$ cat config.mk
export PLATFORM = sky130hd
export DESIGN_NAME = src_stream_fifo
export DESIGN_NICKNAME = d
export VERILOG_FILES = /design/src/hw/dtw_accel_pkg.sv /design/src/hw/src_stream_fifo.sv
export SDC_FILE = /design/constraint.sdc
export NUM_CORES = 1
export LEC_CHECK = 0
export BUFFER_PORTS_ARGS = -buffer_cell sky130_fd_sc_hd__buf_2
export CAP_MARGIN = 15
export CORE_UTILIZATION = 53
export CTS_CLUSTER_DIAMETER = 150
export CTS_CLUSTER_SIZE = 28
export DETAILED_ROUTE_END_ITERATION = 10
export GPL_TIMING_DRIVEN = 1
export PLACE_DENSITY = 0.78
export SETUP_SLACK_MARGIN = 0.3
export SYNTH_ARGS = -nofsm -noshare
export SYNTH_HDL_FRONTEND = slang
export SYNTH_SLANG_ARGS = --single-unit
export TNS_END_PERCENT = 100
$ cat constraint.sdc
create_clock -name i_S_AXI_clk -period 3 [get_ports i_S_AXI_clk]
set_clock_uncertainty 0.15 [all_clocks]
set_input_delay 0 -clock i_S_AXI_clk [delete_from_list [all_inputs] [get_ports i_S_AXI_clk]]
set_output_delay 0 -clock i_S_AXI_clk [all_outputs]
set_load 0.01 [all_outputs]
$ cat src/hw/dtw_accel_pkg.sv
// Shared types and constants; reference memory is cut to 1024 samples and only channel 0 loads
`default_nettype none

package dtw_accel_pkg;

    // Bus widths
    localparam int AXI_ADDR_W = 16;
    localparam int AXI_DATA_W = 32;
    localparam int REG_IDX_LSB = 2;
    localparam int REG_IDX_W = 4;

    // Reference memory and source stream
    localparam int REF_SAMPLE_W = 16;
    localparam int REF_PTR_W = 10;
    localparam int REF_DEPTH = 1 << REF_PTR_W;
    localparam int SRC_FIFO_DEPTH = 4;
    localparam int SRC_FIFO_PTR_W = $clog2(SRC_FIFO_DEPTH);
    localparam int AXIS_DEST_W = 4;
    localparam logic [AXIS_DEST_W-1:0] REF_STREAM_DEST = '0;

    // Major 1, minor 0, revision 0
    localparam logic [AXI_DATA_W-1:0] DTW_VERSION = 32'h1000_0000;
    localparam logic [AXI_DATA_W-1:0] DTW_KEY = 32'h0ca7_cafe;

    localparam logic [1:0] AXI_RESP_OKAY = 2'b00;
    localparam logic [1:0] AXI_RESP_SLVERR = 2'b10;

    // Register word indices taken from byte address bits 5:2
    typedef enum logic [REG_IDX_W-1:0] {
        REG_CONTROL  = 4'd0,
        REG_STATUS   = 4'd1,
        REG_REF_LEN  = 4'd2,
        REG_VERSION  = 4'd3,
        REG_KEY      = 4'd4,
        REG_REF_ADDR = 4'd5,
        REG_REF_DOUT = 4'd7
    } reg_addr_e;

    typedef enum logic [1:0] {
        LDR_IDLE,
        LDR_LOAD,
        LDR_DONE
    } loader_state_e;

    typedef struct packed {
        logic                  wr;
        logic                  rd;
        logic [REG_IDX_W-1:0]  idx;
        logic [AXI_DATA_W-1:0] wdata;
    } reg_req_t;

    typedef struct packed {
        logic                  ack;
        logic                  err;
        logic [AXI_DATA_W-1:0] rdata;
    } reg_rsp_t;

    typedef struct packed {
        logic                   tvalid;
        logic [AXIS_DEST_W-1:0] tdest;
        logic [AXI_DATA_W-1:0]  tdata;
    } src_beat_t;

    // Control bit 1 is run and bit 0 is core reset
    typedef struct packed {
        logic run;
        logic core_rst;
    } ctrl_t;

    typedef struct packed {
        logic fifo_full;
        logic fifo_empty;
        logic loader_busy;
        logic load_done;
    } status_t;

endpackage

`default_nettype wire

$ cat src/hw/src_stream_fifo.sv
// Source stream filter and FIFO; only the low sample bits of channel 0 beats are kept
`default_nettype none
`timescale 1ns/1ns

module src_stream_fifo
    import dtw_accel_pkg::*;
(
    input  wire                     i_S_AXI_clk,
    input  wire                     i_w_axi_rst,

    input  wire src_beat_t          i_src,
    output logic                    o_src_tready,

    input  wire                     i_clear,
    input  wire                     i_rd_stb,

    output logic [REF_SAMPLE_W-1:0] o_rd_data,
    output logic                    o_empty,
    output logic                    o_full
);

    logic [REF_SAMPLE_W-1:0]   r_buf [SRC_FIFO_DEPTH];
    logic [SRC_FIFO_PTR_W-1:0] r_wr_ptr;
    logic [SRC_FIFO_PTR_W-1:0] r_rd_ptr;
    logic [SRC_FIFO_PTR_W:0]   r_count;
    logic                      w_accept;
    logic                      w_push;
    logic                      w_pop;

    assign o_full       = (r_count == (SRC_FIFO_PTR_W + 1)'(SRC_FIFO_DEPTH));
    assign o_empty      = (r_count == '0);
    assign o_src_tready = !o_full;

    // Beats for other channels are taken and dropped
    assign w_accept = i_src.tvalid && o_src_tready;
    assign w_push   = w_accept && (i_src.tdest == REF_STREAM_DEST);
    assign w_pop    = i_rd_stb && !o_empty;

    // Head of queue is valid before the pop
    assign o_rd_data = r_buf[r_rd_ptr];

    always_ff @(posedge i_S_AXI_clk) begin
        if (i_w_axi_rst || i_clear) begin
            r_wr_ptr <= '0;
            r_rd_ptr <= '0;
            r_count  <= '0;
        end else begin
            if (w_push) begin
                r_wr_ptr <= r_wr_ptr + 1'b1;
            end
            if (w_pop) begin
                r_rd_ptr <= r_rd_ptr + 1'b1;
            end
            if (w_push && !w_pop) begin
                r_count <= r_count + 1'b1;
            end else if (w_pop && !w_push) begin
                r_count <= r_count - 1'b1;
            end
        end
    end

    always_ff @(posedge i_S_AXI_clk) begin
        if (w_push) begin
            r_buf[r_wr_ptr] <= i_src.tdata[REF_SAMPLE_W-1:0];
        end
    end

endmodule

`default_nettype wire

* Word-level counts from Yosys, hierarchy flattened
Memory sizes are Yosys's and may differ from the RTL's. A register that Yosys moved wholly into a read port is not among the register bits.
Index checks and enable logic that the tools add are counted.
** Word-level totals
- Register bits after elaboration :: 7
- Bits in writable memories :: 64
- Input port bits :: 41
- Output and inout bits :: 19
- Logic and storage cells :: 28
- Memories kept :: 1
** Memory list
- r_buf :: words 4, bits a word 16, read ports 1, clocked after Yosys merged registers in 1, wr ports 1, RTL line src_stream_fifo.sv:22 : logic [REF_SAMPLE_W-1:0] r_buf [SRC_FIFO_DEPTH];
** Operators by class
- Add/sub/neg operators :: 4
- Equal/unequal tests :: 1
- Multiplexer cells :: 6
- Reduce and logical (&&, ||, !) cells :: 13
** Operator list (number)
- $mux W3 :: 2
- $logic_and A1 B1 Y1 :: 5
- $add A2 B1 Y2 const B :: 2
- $logic_not A1 Y1 :: 4
- $logic_not A4 Y1 :: 1
- $mux W2 :: 2
- $add A3 B1 Y3 const B :: 1
- $eq A3 B3 Y1 const B :: 1
- $logic_not A3 Y1 :: 1
- $sub A3 B1 Y3 const B :: 1
- $mux W1 :: 2
- $reduce_bool A2 Y1 :: 1
- $logic_or A1 B1 Y1 :: 1

* Depth between registers and ports, before layout
Gate-level depths: netlist (run 1).
- Depth in word-level cells :: 8
- Gate-level depth with buffers :: 9
- Depth with buffers taken out :: 8

* Worst setup path after synthesis (run 1)
No wires, ideal clock.
- Path type :: register to register
- Start point :: register r_count[0]
- End point :: register r_count[2]
- Library setup time :: 0.070 ns
- Data arrival time :: 2.131 ns
- Data required time :: 2.780 ns
- Path slack :: 0.649 ns
- Cell stages (with the launch flop) :: 10
- Path buffers :: 1
- Period minus slack after synthesis :: 2.351 ns
- Cells stage by stage :: dfxtp_1 > or3b_4 > and3_4 > buf_6 > ha_1 > inv_1 > fa_1 > xor2_1 > or3_2 > a21oi_1
** Between the ends
- Longest elaborated chain between the ends :: 7
- Elaborated cells on any way between the ends :: 16
- Classes of those cells :: add/sub: 2; eq/ne: 1; mux: 2; reduce/logical: 11
** Ends and longest elaborated chain
- start: declaration :: RTL line src_stream_fifo.sv:25 : logic [SRC_FIFO_PTR_W:0] r_count;
- start signal: assignment :: RTL line src_stream_fifo.sv:55 : r_count <= r_count + 1'b1;
- start signal: assignment :: RTL line src_stream_fifo.sv:57 : r_count <= r_count - 1'b1;
- $eq A3 B3 Y1 * :: RTL line src_stream_fifo.sv:30 : assign o_full = (r_count == (SRC_FIFO_PTR_W + 1)'(SRC_FIFO_DEPTH));
- $logic_not A1 Y1 * :: RTL line src_stream_fifo.sv:32 : assign o_src_tready = !o_full;
- net o_src_tready :: RTL line src_stream_fifo.sv:12 : output logic o_src_tready,
- $logic_and A1 B1 Y1 * :: RTL line src_stream_fifo.sv:35 : assign w_accept = i_src.tvalid && o_src_tready;
- $logic_and A1 B1 Y1 * :: RTL line src_stream_fifo.sv:36 : assign w_push = w_accept && (i_src.tdest == REF_STREAM_DEST);
- net w_push :: RTL line src_stream_fifo.sv:27 : logic w_push;
- $logic_not A1 Y1 :: RTL line src_stream_fifo.sv:56 : end else if (w_pop && !w_push) begin
- $logic_and A1 B1 Y1 :: RTL line src_stream_fifo.sv:56
- $reduce_bool A2 Y1 (no source line)
The timed path passes the listed nets; every way through them passes the cells marked *. The select of a mux whose other input is x is not followed.
A chain may end at the register's enable or synchronous reset.

* Worst setup path after layout (run 1)
- Start point :: register r_count[0]
- End point :: register r_count[2]
** Between the ends
- Longest elaborated chain between the ends :: 7
- Elaborated cells on any way between the ends :: 16
- Classes of those cells :: add/sub: 2; eq/ne: 1; mux: 2; reduce/logical: 11
** Ends and longest elaborated chain
- parallel branches: the longest is 7 deep, another holds $sub A3 B1 Y3
Parallel ways; which one is timed is not known. The select of a mux whose other input is x is not followed.

==> results by group, run 1 <==
Place
  • Setup slack at placement: 554 ps
  • DP Wirelength: 2920 um
  • Post-DP Area: 3080 um2
  • I/O Buffers: 43
  • Placer Congestion: 0.681

Floorplanning
  • Std cell rows: 26
  • Ports: 60
  • Core area: 5110 um2
  • Die X: 74.7 um
  • Die Y: 74.7 um
  • Die Area: 5590 um2
  • Initial Utilization: 0.549

GRT
  • First-pass GRT wire length: 7240 um
  • Initial antenna violation count: 0
  • Vias in the first global route: 1562
  • Gr usage total: 0.190
  • Gr ovfl total: 0
  • Largest net degree at the start of global routing: 17

Yosys
  • Post-synth EDFFs: 64
  • Synth async-reset ratio: 0
  • Seq/Total Area, Yosys: 0.750
  • Synth Instances: 136
  • Synth warnings: 0
  • Syn avg cell area: 20.6 um2
  • Flops & latches, synth: 73
  • Cell area after synthesis: 2800 um2
  • Synth Flop Type: edfxtp_1
  • Syn Nets: 183
  • Synth cell types: 25

Cells and area
  • Nets: 254
  • Most frequent cells in the layout: 64 x edfxtp_1, 43 x buf_2, 22 x dlygate4sd3_1
  • Fillcell total: 342
  • Antenna diode count: 0
  • Ratio of cells with drive above 1 in the final layout: 0.382
  • Layout area overhead: 23.9%
  • Core Util, Final: 0.680
  • Commonest non-fill, non-tap cell in the layout: edfxtp_1
  • Design Area, Final: 3470 um2

Setup path
  • Critical path class: register to register
  • Startpoint Class: register
  • CP Cell Sequence: or3b_4 > and3_4 > ha_1 > inv_1 > fa_1 > xor2_1 > or3_2 > a21oi_1
  • Slowest stage delay, CP: 460 ps
  • Crit. End Element: register
  • Slowest CP cell: dfxtp_1
  • Arrival @ worst endpoint: 2570 ps
  • Worst Path Max Fanout: 7
  • Worst path required time: 3110 ps

STA
  • Worst slew margin: 0.482
  • RSZ-0062 raised after global routing: no
  • Setup TNS: 0 ps
  • Hold Vio Cnt, Final: 0
  • Worst Tran Pin Value: 775 ps
  • Ratio of final minimum period to clock period: 0.818
  • Post-layout min period: 2450 ps
  • F_max: 408 MHz
  • Endpoints failing setup: 0
  • Final WS setup: 546 ps
  • Max Transition Viols Final: 0

Flow run
  • Max Cap Viol: 0

Drt
  • Vias per std cell: 5.13
  • 1st-iter DRT viols: 98
  • Antenna viol nets, final: 0
  • DR WL/cell: 16.5 um
  • Final wirelength: 4640 um
  • Vias: 1447
  • TritonRoute pass-1 iters: 4
  • # DRC: 0

Pwr
  • Total power: 1.85 mW
  • Peak VDD IR: 0.263 mV
  • Pwr per Cell Area: 532 nW/um2
  • Leak: 1.22 nW

Min path
  • HP Class: input port to register

Clocking
  • CTS H-tree depth: 3
  • Setup bufs post-CTS: 0
  • Hold buffer count at cts: 22
  • Clk_lat worst skew: 330 ps
  • TritonCTS clock tree: done
  • Clock Sinks: 73
  • Root buf cell: clkbuf_8
  • Resize count post-CTS: 0
  • CTS buffer count: 9
  • Max Buffers Root-to-Sink: 2
  • CTS clk-pin slew, worst paths: 70 ps

Run status
  • Status: finished clean
## worst paths after layout
check,startpoint,endpoint,slack (ps),cells past startpoint
hold / removal,i_src[34],r_wr_ptr[0]$_SDFFE_PP0P_,50,4
setup / recovery,r_count[0]$_SDFFE_PP0P_,r_count[2]$_SDFFE_PP0P_,550,8
hold reg to reg,r_rd_ptr[0]$_SDFFE_PP0P_,register,390,2
setup reg to reg,r_count[0]$_SDFFE_PP0P_,r_count[2]$_SDFFE_PP0P_,550,8
## cells by family after synthesis
group	share of synthesized area
flops	0.750
buf+inv	0.0170
xor+xnor	0.0125
mux	0.141
fa+ha+maj	0.0295
compound gates	0.00937
simple gates	0.0411
## cell usage after synthesis, types with 2 or more instances
cell	number	area, um2
and2_2	4	30.0
buf_2	2	10.0
clkbuf_1	3	11.3
dfxtp_1	9	180
edfxtp_1	64	1920
ha_1	5	62.6
inv_1	4	15.0
mux2i_1	2	20.0
mux4_2	16	360
nand2_1	2	7.51
nor2_1	8	30.0
xor2_1	4	35.0
## per-stage QoR
step	hold slack (ps)	std cells
after detailed placement	67.7	244
final	54.3	282
after global placement	59.9	244
after CTS	36.7	282
after global routing	55.3	282
after floorplan	-51.1	136
## worst max-delay path: cells and delay by family (launching register included)
kind | cells | cell delay [ps]
DFF | 1 | 460
and+or+nand+nor | 3 | 820
xor gates and xnor gates | 1 | 160
adders and majority gates | 2 | 570
AOI/OAI and AO/OA | 1 | 150
buffers and inverters | 1 | 70
## cell type report
cell class	count	area (um2)	share of cell area
Multi-Input combinational cell	53	654	0.188
Sequential cell	73	2100	0.605
Tap cell	70	87.6	0.0252
Clock buffer	15	166	0.0479
Inverter	4	15.0	0.00432
Timing Repair Buffer	66	443	0.128
Clock inverter	1	5.00	0.00144
## layer usage
layer	routed length [um]	global-route usage	vias up
met5	0	0	-
met4	108	0.117	0
met3	167	0.0442	10
met2	2460	0.333	37
met1	1910	0.208	722
li1	-	-	678
## state kept, by name, summed over array words and instances, names as in the netlist, named ones only
register / count
r_buf: 64
r_count: 3
r_rd_ptr: 2
r_wr_ptr: 2
## report_power, final
part	internal [mW]	switching, mW	total [mW]	leakage, nW
registers	1.11	0.00228	1.11	0.648
logic	0.0431	0.0316	0.0747	0.488
clock network	0.346	0.319	0.665	0.0877
Note: power is estimated with default switching activity, not from simulation.
==> run 2: changes to the inputs <==
Settings changed: ABC_AREA set to 1, CORE_UTILIZATION 53 to 49, PLACE_DENSITY 0.78 to 0.75.
Clock period 3 ns to 2.2 ns, I/O delays scaled along.
==> results by group, run 2 <==
Setup path
  • Startpoint Class: input port
  • Arrival @ worst endpoint: 2050 ps (-520 ps)
  • CP Cell Sequence: dlygate4sd3_1 > buf_2 > nor2_1 > dlygate4sd3_1 > nand2_1 > dlygate4sd3_1 > nor2_1
  • CP Depth: 7 (-1)
  • Slowest stage delay, CP: 620 ps (+160 ps)
  • Worst path required time: 2340 ps (-770 ps)
  • Crit path max-delay family: buffers and inverters
  • Crit. End Element: register
  • Worst Path Max Fanout: 4 (-3)
  • Worst R2R Path Depth: 12 (+4)
  • CP bufs+invs: 4 (+3)
  • Slowest CP cell: dlygate4sd3_1
  • Critical path class: input port to register
  • Cell mode on critical path: dlygate4sd3_1

Floorplanning
  • Die X: 81.6 um (+9.2%)
  • Initial Utilization: 0.516 (-0.0334)
  • Die Area: 6660 um2 (+19%)
  • Ports: 60 (unchanged)
  • Core area: 6030 um2 (+18%)
  • Std cell rows: 28 (+7.7%)
  • Die Y: 81.6 um (+9.2%)

Cells and area
  • Largest Register: r_buf
  • Max reg flops: 64 (unchanged)
  • Core Util, Final: 0.649 (-0.0310)
  • Nets: 365 (+44%)
  • Fillcell total: 467 (+37%)
  • Layout area overhead: 25.9%
  • Most frequent cells in the layout: 64 x edfxtp_1, 43 x buf_2, 34 x nor2_1
  • Antenna diode count: 0 (unchanged)
  • Ratio of cells with drive above 1 in the final layout: 0.406 (+0.0235)
  • Commonest non-fill, non-tap cell in the layout: edfxtp_1
  • Largest regs: r_buf (64), r_count (3)
  • Final Non-Filler Cells: 398 (+41%)

Drt
  • Vias: 2009 (+39%)
  • Vias per std cell: 5.05 (-1.6%)
  • Final wirelength: 5780 um (+25%)
  • 1st-iter DRT viols: 67 (-32%)
  • TritonRoute pass-1 iters: 4 (unchanged)
  • Antenna viol nets, final: 0 (unchanged)
  • # DRC: 0 (unchanged)
  • DR WL/cell: 14.5 um (-12%)

STA
  • Final WS setup: 291 ps (-255 ps)
  • Max Transition Viols Final: 0 (unchanged)
  • RSZ-0062 raised after global routing: yes
  • Ratio of final minimum period to clock period: 0.868
  • Worst Tran Pin Value: 427 ps (-348 ps)
  • Post-layout min period: 1910 ps
  • Hold Vio Cnt, Final: 0 (unchanged)
  • F_max: 524 MHz
  • Worst slew margin: 0.715 (+0.232)
  • Setup TNS: 0 ps (unchanged)
  • Endpoints failing setup: 0 (unchanged)

Yosys
  • Synth async-reset ratio: 0 (unchanged)
  • Flops & latches, synth: 73 (unchanged)
  • Synth cell types: 27 (+8.0%)
  • Top-count cell post-synth: edfxtp_1
  • Post-synth EDFFs: 64 (unchanged)
  • Synth area leader: edfxtp_1
  • Synth Flop Type: edfxtp_1
  • Post-synth top area share: 0.619 (-0.0668)
  • Syn Nets: 279 (+52%)
  • Cell area after synthesis: 3110 um2 (+11%)
  • Seq/Total Area, Yosys: 0.677 (-0.0731)
  • Syn avg cell area: 13.4 um2 (-35%)
  • Synth Instances: 232 (+71%)
  • Top cells by area, synth: edfxtp_1 62%, dfxtp_1 5.8%, o21ai_2 5.6%
  • Post-synth top cells: 64 x edfxtp_1, 35 x nor2_1, 20 x o21ai_2
  • Synth warnings: 0 (unchanged)

Clocking
  • CTS clk-pin slew, worst paths: 70 ps (about the same)
  • TritonCTS clock tree: done
  • Clk_lat worst skew: 350 ps (+20 ps)
  • Root buf cell: clkbuf_8
  • CTS buffer count: 9 (unchanged)
  • Max Buffers Root-to-Sink: 2 (unchanged)
  • CTS H-tree depth: 3 (unchanged)
  • Clock Sinks: 73 (unchanged)

GRT
  • Initial antenna violation count: 0 (unchanged)
  • Gr ovfl total: 0 (unchanged)
  • First-pass GRT wire length: 9270 um (+28%)
  • Vias in the first global route: 1983 (+27%)
  • Gr usage total: 0.200 (+0.0103)
  • Largest net degree at the start of global routing: 33 (+16)

Place
  • DP Wirelength: 3390 um (+16%)
  • I/O Buffers: 43 (unchanged)
  • Setup slack at placement: 195 ps (-359 ps)
  • Placed cells: 352 (+44%)
  • Placer Congestion: 0.707 (+3.8%)

Pwr
  • Leak: 1.42 nW (+16%)
  • Total power: 2.55 mW (+38%)
  • Pwr per Cell Area: 651 nW/um2 (+22%)
  • Peak VDD IR: 0.608 mV (+130%)

Run status
  • Status: finished clean

Min path
  • HP Class: input port to register
  • Hold depth: 7 (+3)

Flow run
  • Max Cap Viol: 0 (unchanged)
run 2: cell types whose count changed in the layout (fill, tap and decap cells not counted), sizes merged, moves of 15 or more:
| cell | change |
|---|---|
| buf | +15 |
| inv | +15 |
| mux4 | -16 |
| nand2 | +15 |
| nor2 | +39 |
| o21ai | +31 |
| o22ai | +16 |
run 2: cell type report:
cell class	instances	area, um2	share of cell area
flip-flops and latches	73	2110	0.539
clock inverters	6	45.0	0.0115
clock buffers	10	128	0.0326
inverters	20	75.1	0.0192
repair buffers	83	583	0.149
well taps	75	93.8	0.0240
multi-input cells	131	877	0.224
run 2: kinds of logic after synthesis:
family / after synthesis / synth area share
compound gates: 52 / 0.135
xor+xnor: 1 / 0.00282
fa+ha+maj: 6 / 0.0266
buf+inv: 28 / 0.0499
flops: 73 / 0.677
simple gates: 72 / 0.110
run 2: what timing repair did:
item / CTS / global route
gates resized for setup: 6 / 4
buffers inserted: 6 / 0
hold buffers: 24 / 0
setup endpoints to repair: 1 / 58
pin swaps: 6 / 3
endpoints found under the hold margin: 73 / 0
run 2: routing by layer:
| layer | up-vias | track usage | share of wire |
|---|---|---|---|
| li1 | 999 | - | - |
| met1 | 944 | 0.229 | 0.42 |
| met2 | 59 | 0.344 | 0.51 |
| met3 | 7 | 0.0556 | 0.053 |
| met4 | 0 | 0.0965 | 0.015 |
| met5 | - | 0 | 0 |
run 2: worst min-delay path, stage by stage:
cell	delay [ps]
buf_2	100
nor2_4	40
nand2_2	70
nor2_4	50
ha_4	220
nand2_1	60
a21oi_1	50
run 2: report_power, final:
| group | internal (mW) | leakage [nW] | switching (mW) |
|---|---|---|---|
| clock | 0.410 | 0.0785 | 0.494 |
| combinational | 0.0706 | 0.695 | 0.0642 |
| sequential | 1.51 | 0.650 | 0.00292 |
| total | 1.99 | 1.42 | 0.561 |
run 2: metrics by stage:
stage	hold WS, ps	area, um2
2_1_floorplan	-51.1	3110
3_3_place_gp	64.0	3410
3_5_place_dp	67.5	3410
4_1_cts	127	3900
5_1_grt	149	3910
6_report	139	3910
run 2: final timing paths:
| check | startpoint | end | slack [ps] |
|---|---|---|---|
| worst max-delay path | i_w_axi_rst | r_wr_ptr[0]$_SDFFE_PP0P_ | 290 |
| worst min-delay path | i_src[32] | r_count[1]$_SDFFE_PP0P_ | 140 |
| worst max register to register | r_count[1]$_SDFFE_PP0P_ | r_count[2]$_SDFFE_PP0P_ | 330 |
| worst min register to register | r_rd_ptr[1]$_SDFFE_PP0P_ | r_rd_ptr[1]$_SDFFE_PP0P_ | 360 |
==> run 3: changes to the inputs <==
Settings changed: ABC_AREA 1 to not set, CORE_UTILIZATION 49 to 48, PLACE_DENSITY 0.75 to 0.74.
==> results by group, run 3 (synthesis gave the netlist of run 1 again) <==
STA
  • F_max: 470 MHz (-10%)
  • Worst Tran Pin Value: 403 ps (-24.1 ps)
  • Endpoints failing setup: 0 (unchanged)
  • Worst slew margin: 0.728 (+0.0130)
  • Max Transition Viols Final: 0 (unchanged)
  • Final WS setup: 72.8 ps (-218 ps)
  • RSZ-0062 raised after global routing: yes
  • Setup TNS: 0 ps (unchanged)
  • Post-layout min period: 2130 ps (+218 ps)
  • Ratio of final minimum period to clock period: 0.967 (+0.0991)
  • Hold Vio Cnt, Final: 0 (unchanged)

Setup path
  • CP Cell Sequence: buf_12 > o31ai_4 > ha_4 > inv_2 > fa_2 > xor2_1 > or3_4 > a21oi_2
  • Worst path required time: 2300 ps (-40 ps)
  • Arrival @ worst endpoint: 2230 ps (+180 ps)
  • Slowest CP cell: dfxtp_4
  • Critical path class: register to register
  • Slowest stage delay, CP: 360 ps (-260 ps)
  • Worst reg2reg setup slack: 70 ps (-260 ps)
  • Crit. End Element: register
  • Startpoint Class: register
  • Worst Path Max Fanout: 5 (+1)

Drt
  • Final wirelength: 4590 um (-21%)
  • 1st-iter DRT viols: 41 (-39%)
  • TritonRoute pass-1 iters: 5 (+1)
  • Antenna viol nets, final: 0 (unchanged)
  • # DRC: 0 (unchanged)
  • Vias: 1473 (-27%)
  • DR WL/cell: 15.9 um (+9.2%)
  • Vias per std cell: 5.10 (+0.97%)

GRT
  • Gr ovfl total: 0 (unchanged)
  • Vias in the first global route: 1556 (-22%)
  • Initial antenna violation count: 0 (unchanged)
  • Largest net degree at the start of global routing: 17 (-48%)
  • Gr usage total: 0.167 (-0.0327)
  • First-pass GRT wire length: 7270 um (-22%)

Clocking
  • TritonCTS clock tree: done
  • CTS clk-pin slew, worst paths: 70 ps (about the same)
  • Max Buffers Root-to-Sink: 2 (unchanged)
  • Clk_lat worst skew: 320 ps (-30 ps)
  • CTS H-tree depth: 3 (unchanged)
  • Root buf cell: clkbuf_8
  • Clock Sinks: 73 (unchanged)
  • CTS buffer count: 9 (unchanged)

Flow run
  • Max Cap Viol: 0 (unchanged)

Cells and area
  • Max reg flops: 64 (unchanged)
  • Layout area overhead: 28.1%
  • Fillcell total: 401 (-14%)
  • Footprint of the multi-input gates: 696 um2 (-21%)
  • Register area: 2120 um2 (+0.36%)
  • Nets: 259 (-29%)
  • Commonest non-fill, non-tap cell in the layout: edfxtp_1
  • Largest Register: r_buf
  • Most frequent cells in the layout: 64 x edfxtp_1, 43 x buf_2, 20 x dlygate4sd3_1
  • Largest regs: r_buf (64), r_count (3)
  • Antenna diode count: 0 (unchanged)
  • Ratio of cells with drive above 1 in the final layout: 0.456 (+0.0506)

Floorplanning
  • Ports: 60 (unchanged)
  • Initial Utilization: 0.503 (-0.0125)
  • Die Y: 78.4 um (-3.9%)
  • Die Area: 6150 um2 (-7.7%)
  • Core area: 5570 um2 (-7.5%)
  • Std cell rows: 27 (-3.6%)
  • Die X: 78.4 um (-3.9%)

Place
  • I/O Buffers: 43 (unchanged)
  • DP Wirelength: 2900 um (-14%)
  • Setup slack at placement: 10.2 ps (-185 ps)
  • Placer Congestion: 0.713 (+0.83%)

Pwr
  • Peak VDD IR: 0.355 mV (-42%)
  • Pwr per Cell Area: 716 nW/um2 (+10%)
  • Leak: 1.27 nW (-11%)
  • Total power: 2.57 mW (+0.97%)

Min path
  • HP Class: input port to register

Run status
  • Status: finished clean
-- run 3: changes by cell type in the layout (fill, tap and decap cells not counted), moves of 6 or more --
cell	before	now
nor2_1	34	8
o21ai_2	20	0
mux4_2	0	16
inv_1	14	3
nand2_1	12	2
nor2_2	10	0
o22ai_2	10	0
o21ai_1	8	0
buf_4	14	7
o22ai_1	6	0
-- run 3: worst max-delay path: cells and delay by family, from the launching register on --
family / cells / cell delay (ps)
adders and majority gates: 2 / 510
AOI/OAI and AO/OA: 2 / 380
DFF: 1 / 360
and+or+nand+nor: 1 / 340
buffers and inverters: 2 / 170
xor gates and xnor gates: 1 / 160
-- run 3: worst paths after layout --
| check | startpoint | to | depth (start not counted) |
|---|---|---|---|
| min | i_src[36] | r_wr_ptr[1]$_SDFFE_PP0P_ | 4 |
| max reg2reg | r_count[2]$_SDFFE_PP0P_ | r_count[2]$_SDFFE_PP0P_ | 8 |
| max | r_count[2]$_SDFFE_PP0P_ | r_count[2]$_SDFFE_PP0P_ | 8 |
| min reg2reg | r_wr_ptr[1]$_SDFFE_PP0P_ | r_wr_ptr[1]$_SDFFE_PP0P_ | 2 |
-- run 3: cell type report --
cell class                 instances  area share
clock buffer                       9      0.0345
clock inverter                     7      0.0171
inverter                           4     0.00418
multi-input combinational         53       0.194
sequential                        73       0.590
tap                               72      0.0251
timing repair buffer              71       0.136
-- run 3: metrics by stage --
step,hold slack [ps],std cells,area [um2],util
after floorplan,-51.1,136,2830,-
after global placement,60.6,249,3140,0.563
after detailed placement,68.0,249,3140,0.563
after CTS,44.2,289,3580,0.643
after global routing,76.4,289,3590,0.644
final,68.1,289,3590,0.644
-- run 3: metal layers --
layer / wire length [um] / up-vias / track usage
li1: - / 688 / -
met4: 38 / 0 / 0.0944
met1: 1780 / 740 / 0.184
met3: 217 / 4 / 0.0384
met5: 0 / - / 0
met2: 2550 / 41 / 0.296
-- run 3: power by group --
group | switching [mW] | internal, mW | total (mW)
registers | 0.00398 | 1.50 | 1.51
logic | 0.0448 | 0.0639 | 0.109
clock network | 0.444 | 0.512 | 0.955
total | 0.493 | 2.08 | 2.57
-- run 3: repair_timing --
item	CTS	global route
setup endpoints to repair	52	61
pin swaps	4	0
hold buffers	20	0
hold endpoints to repair	72	0
buffers inserted	4	0
gates resized for setup	6	4
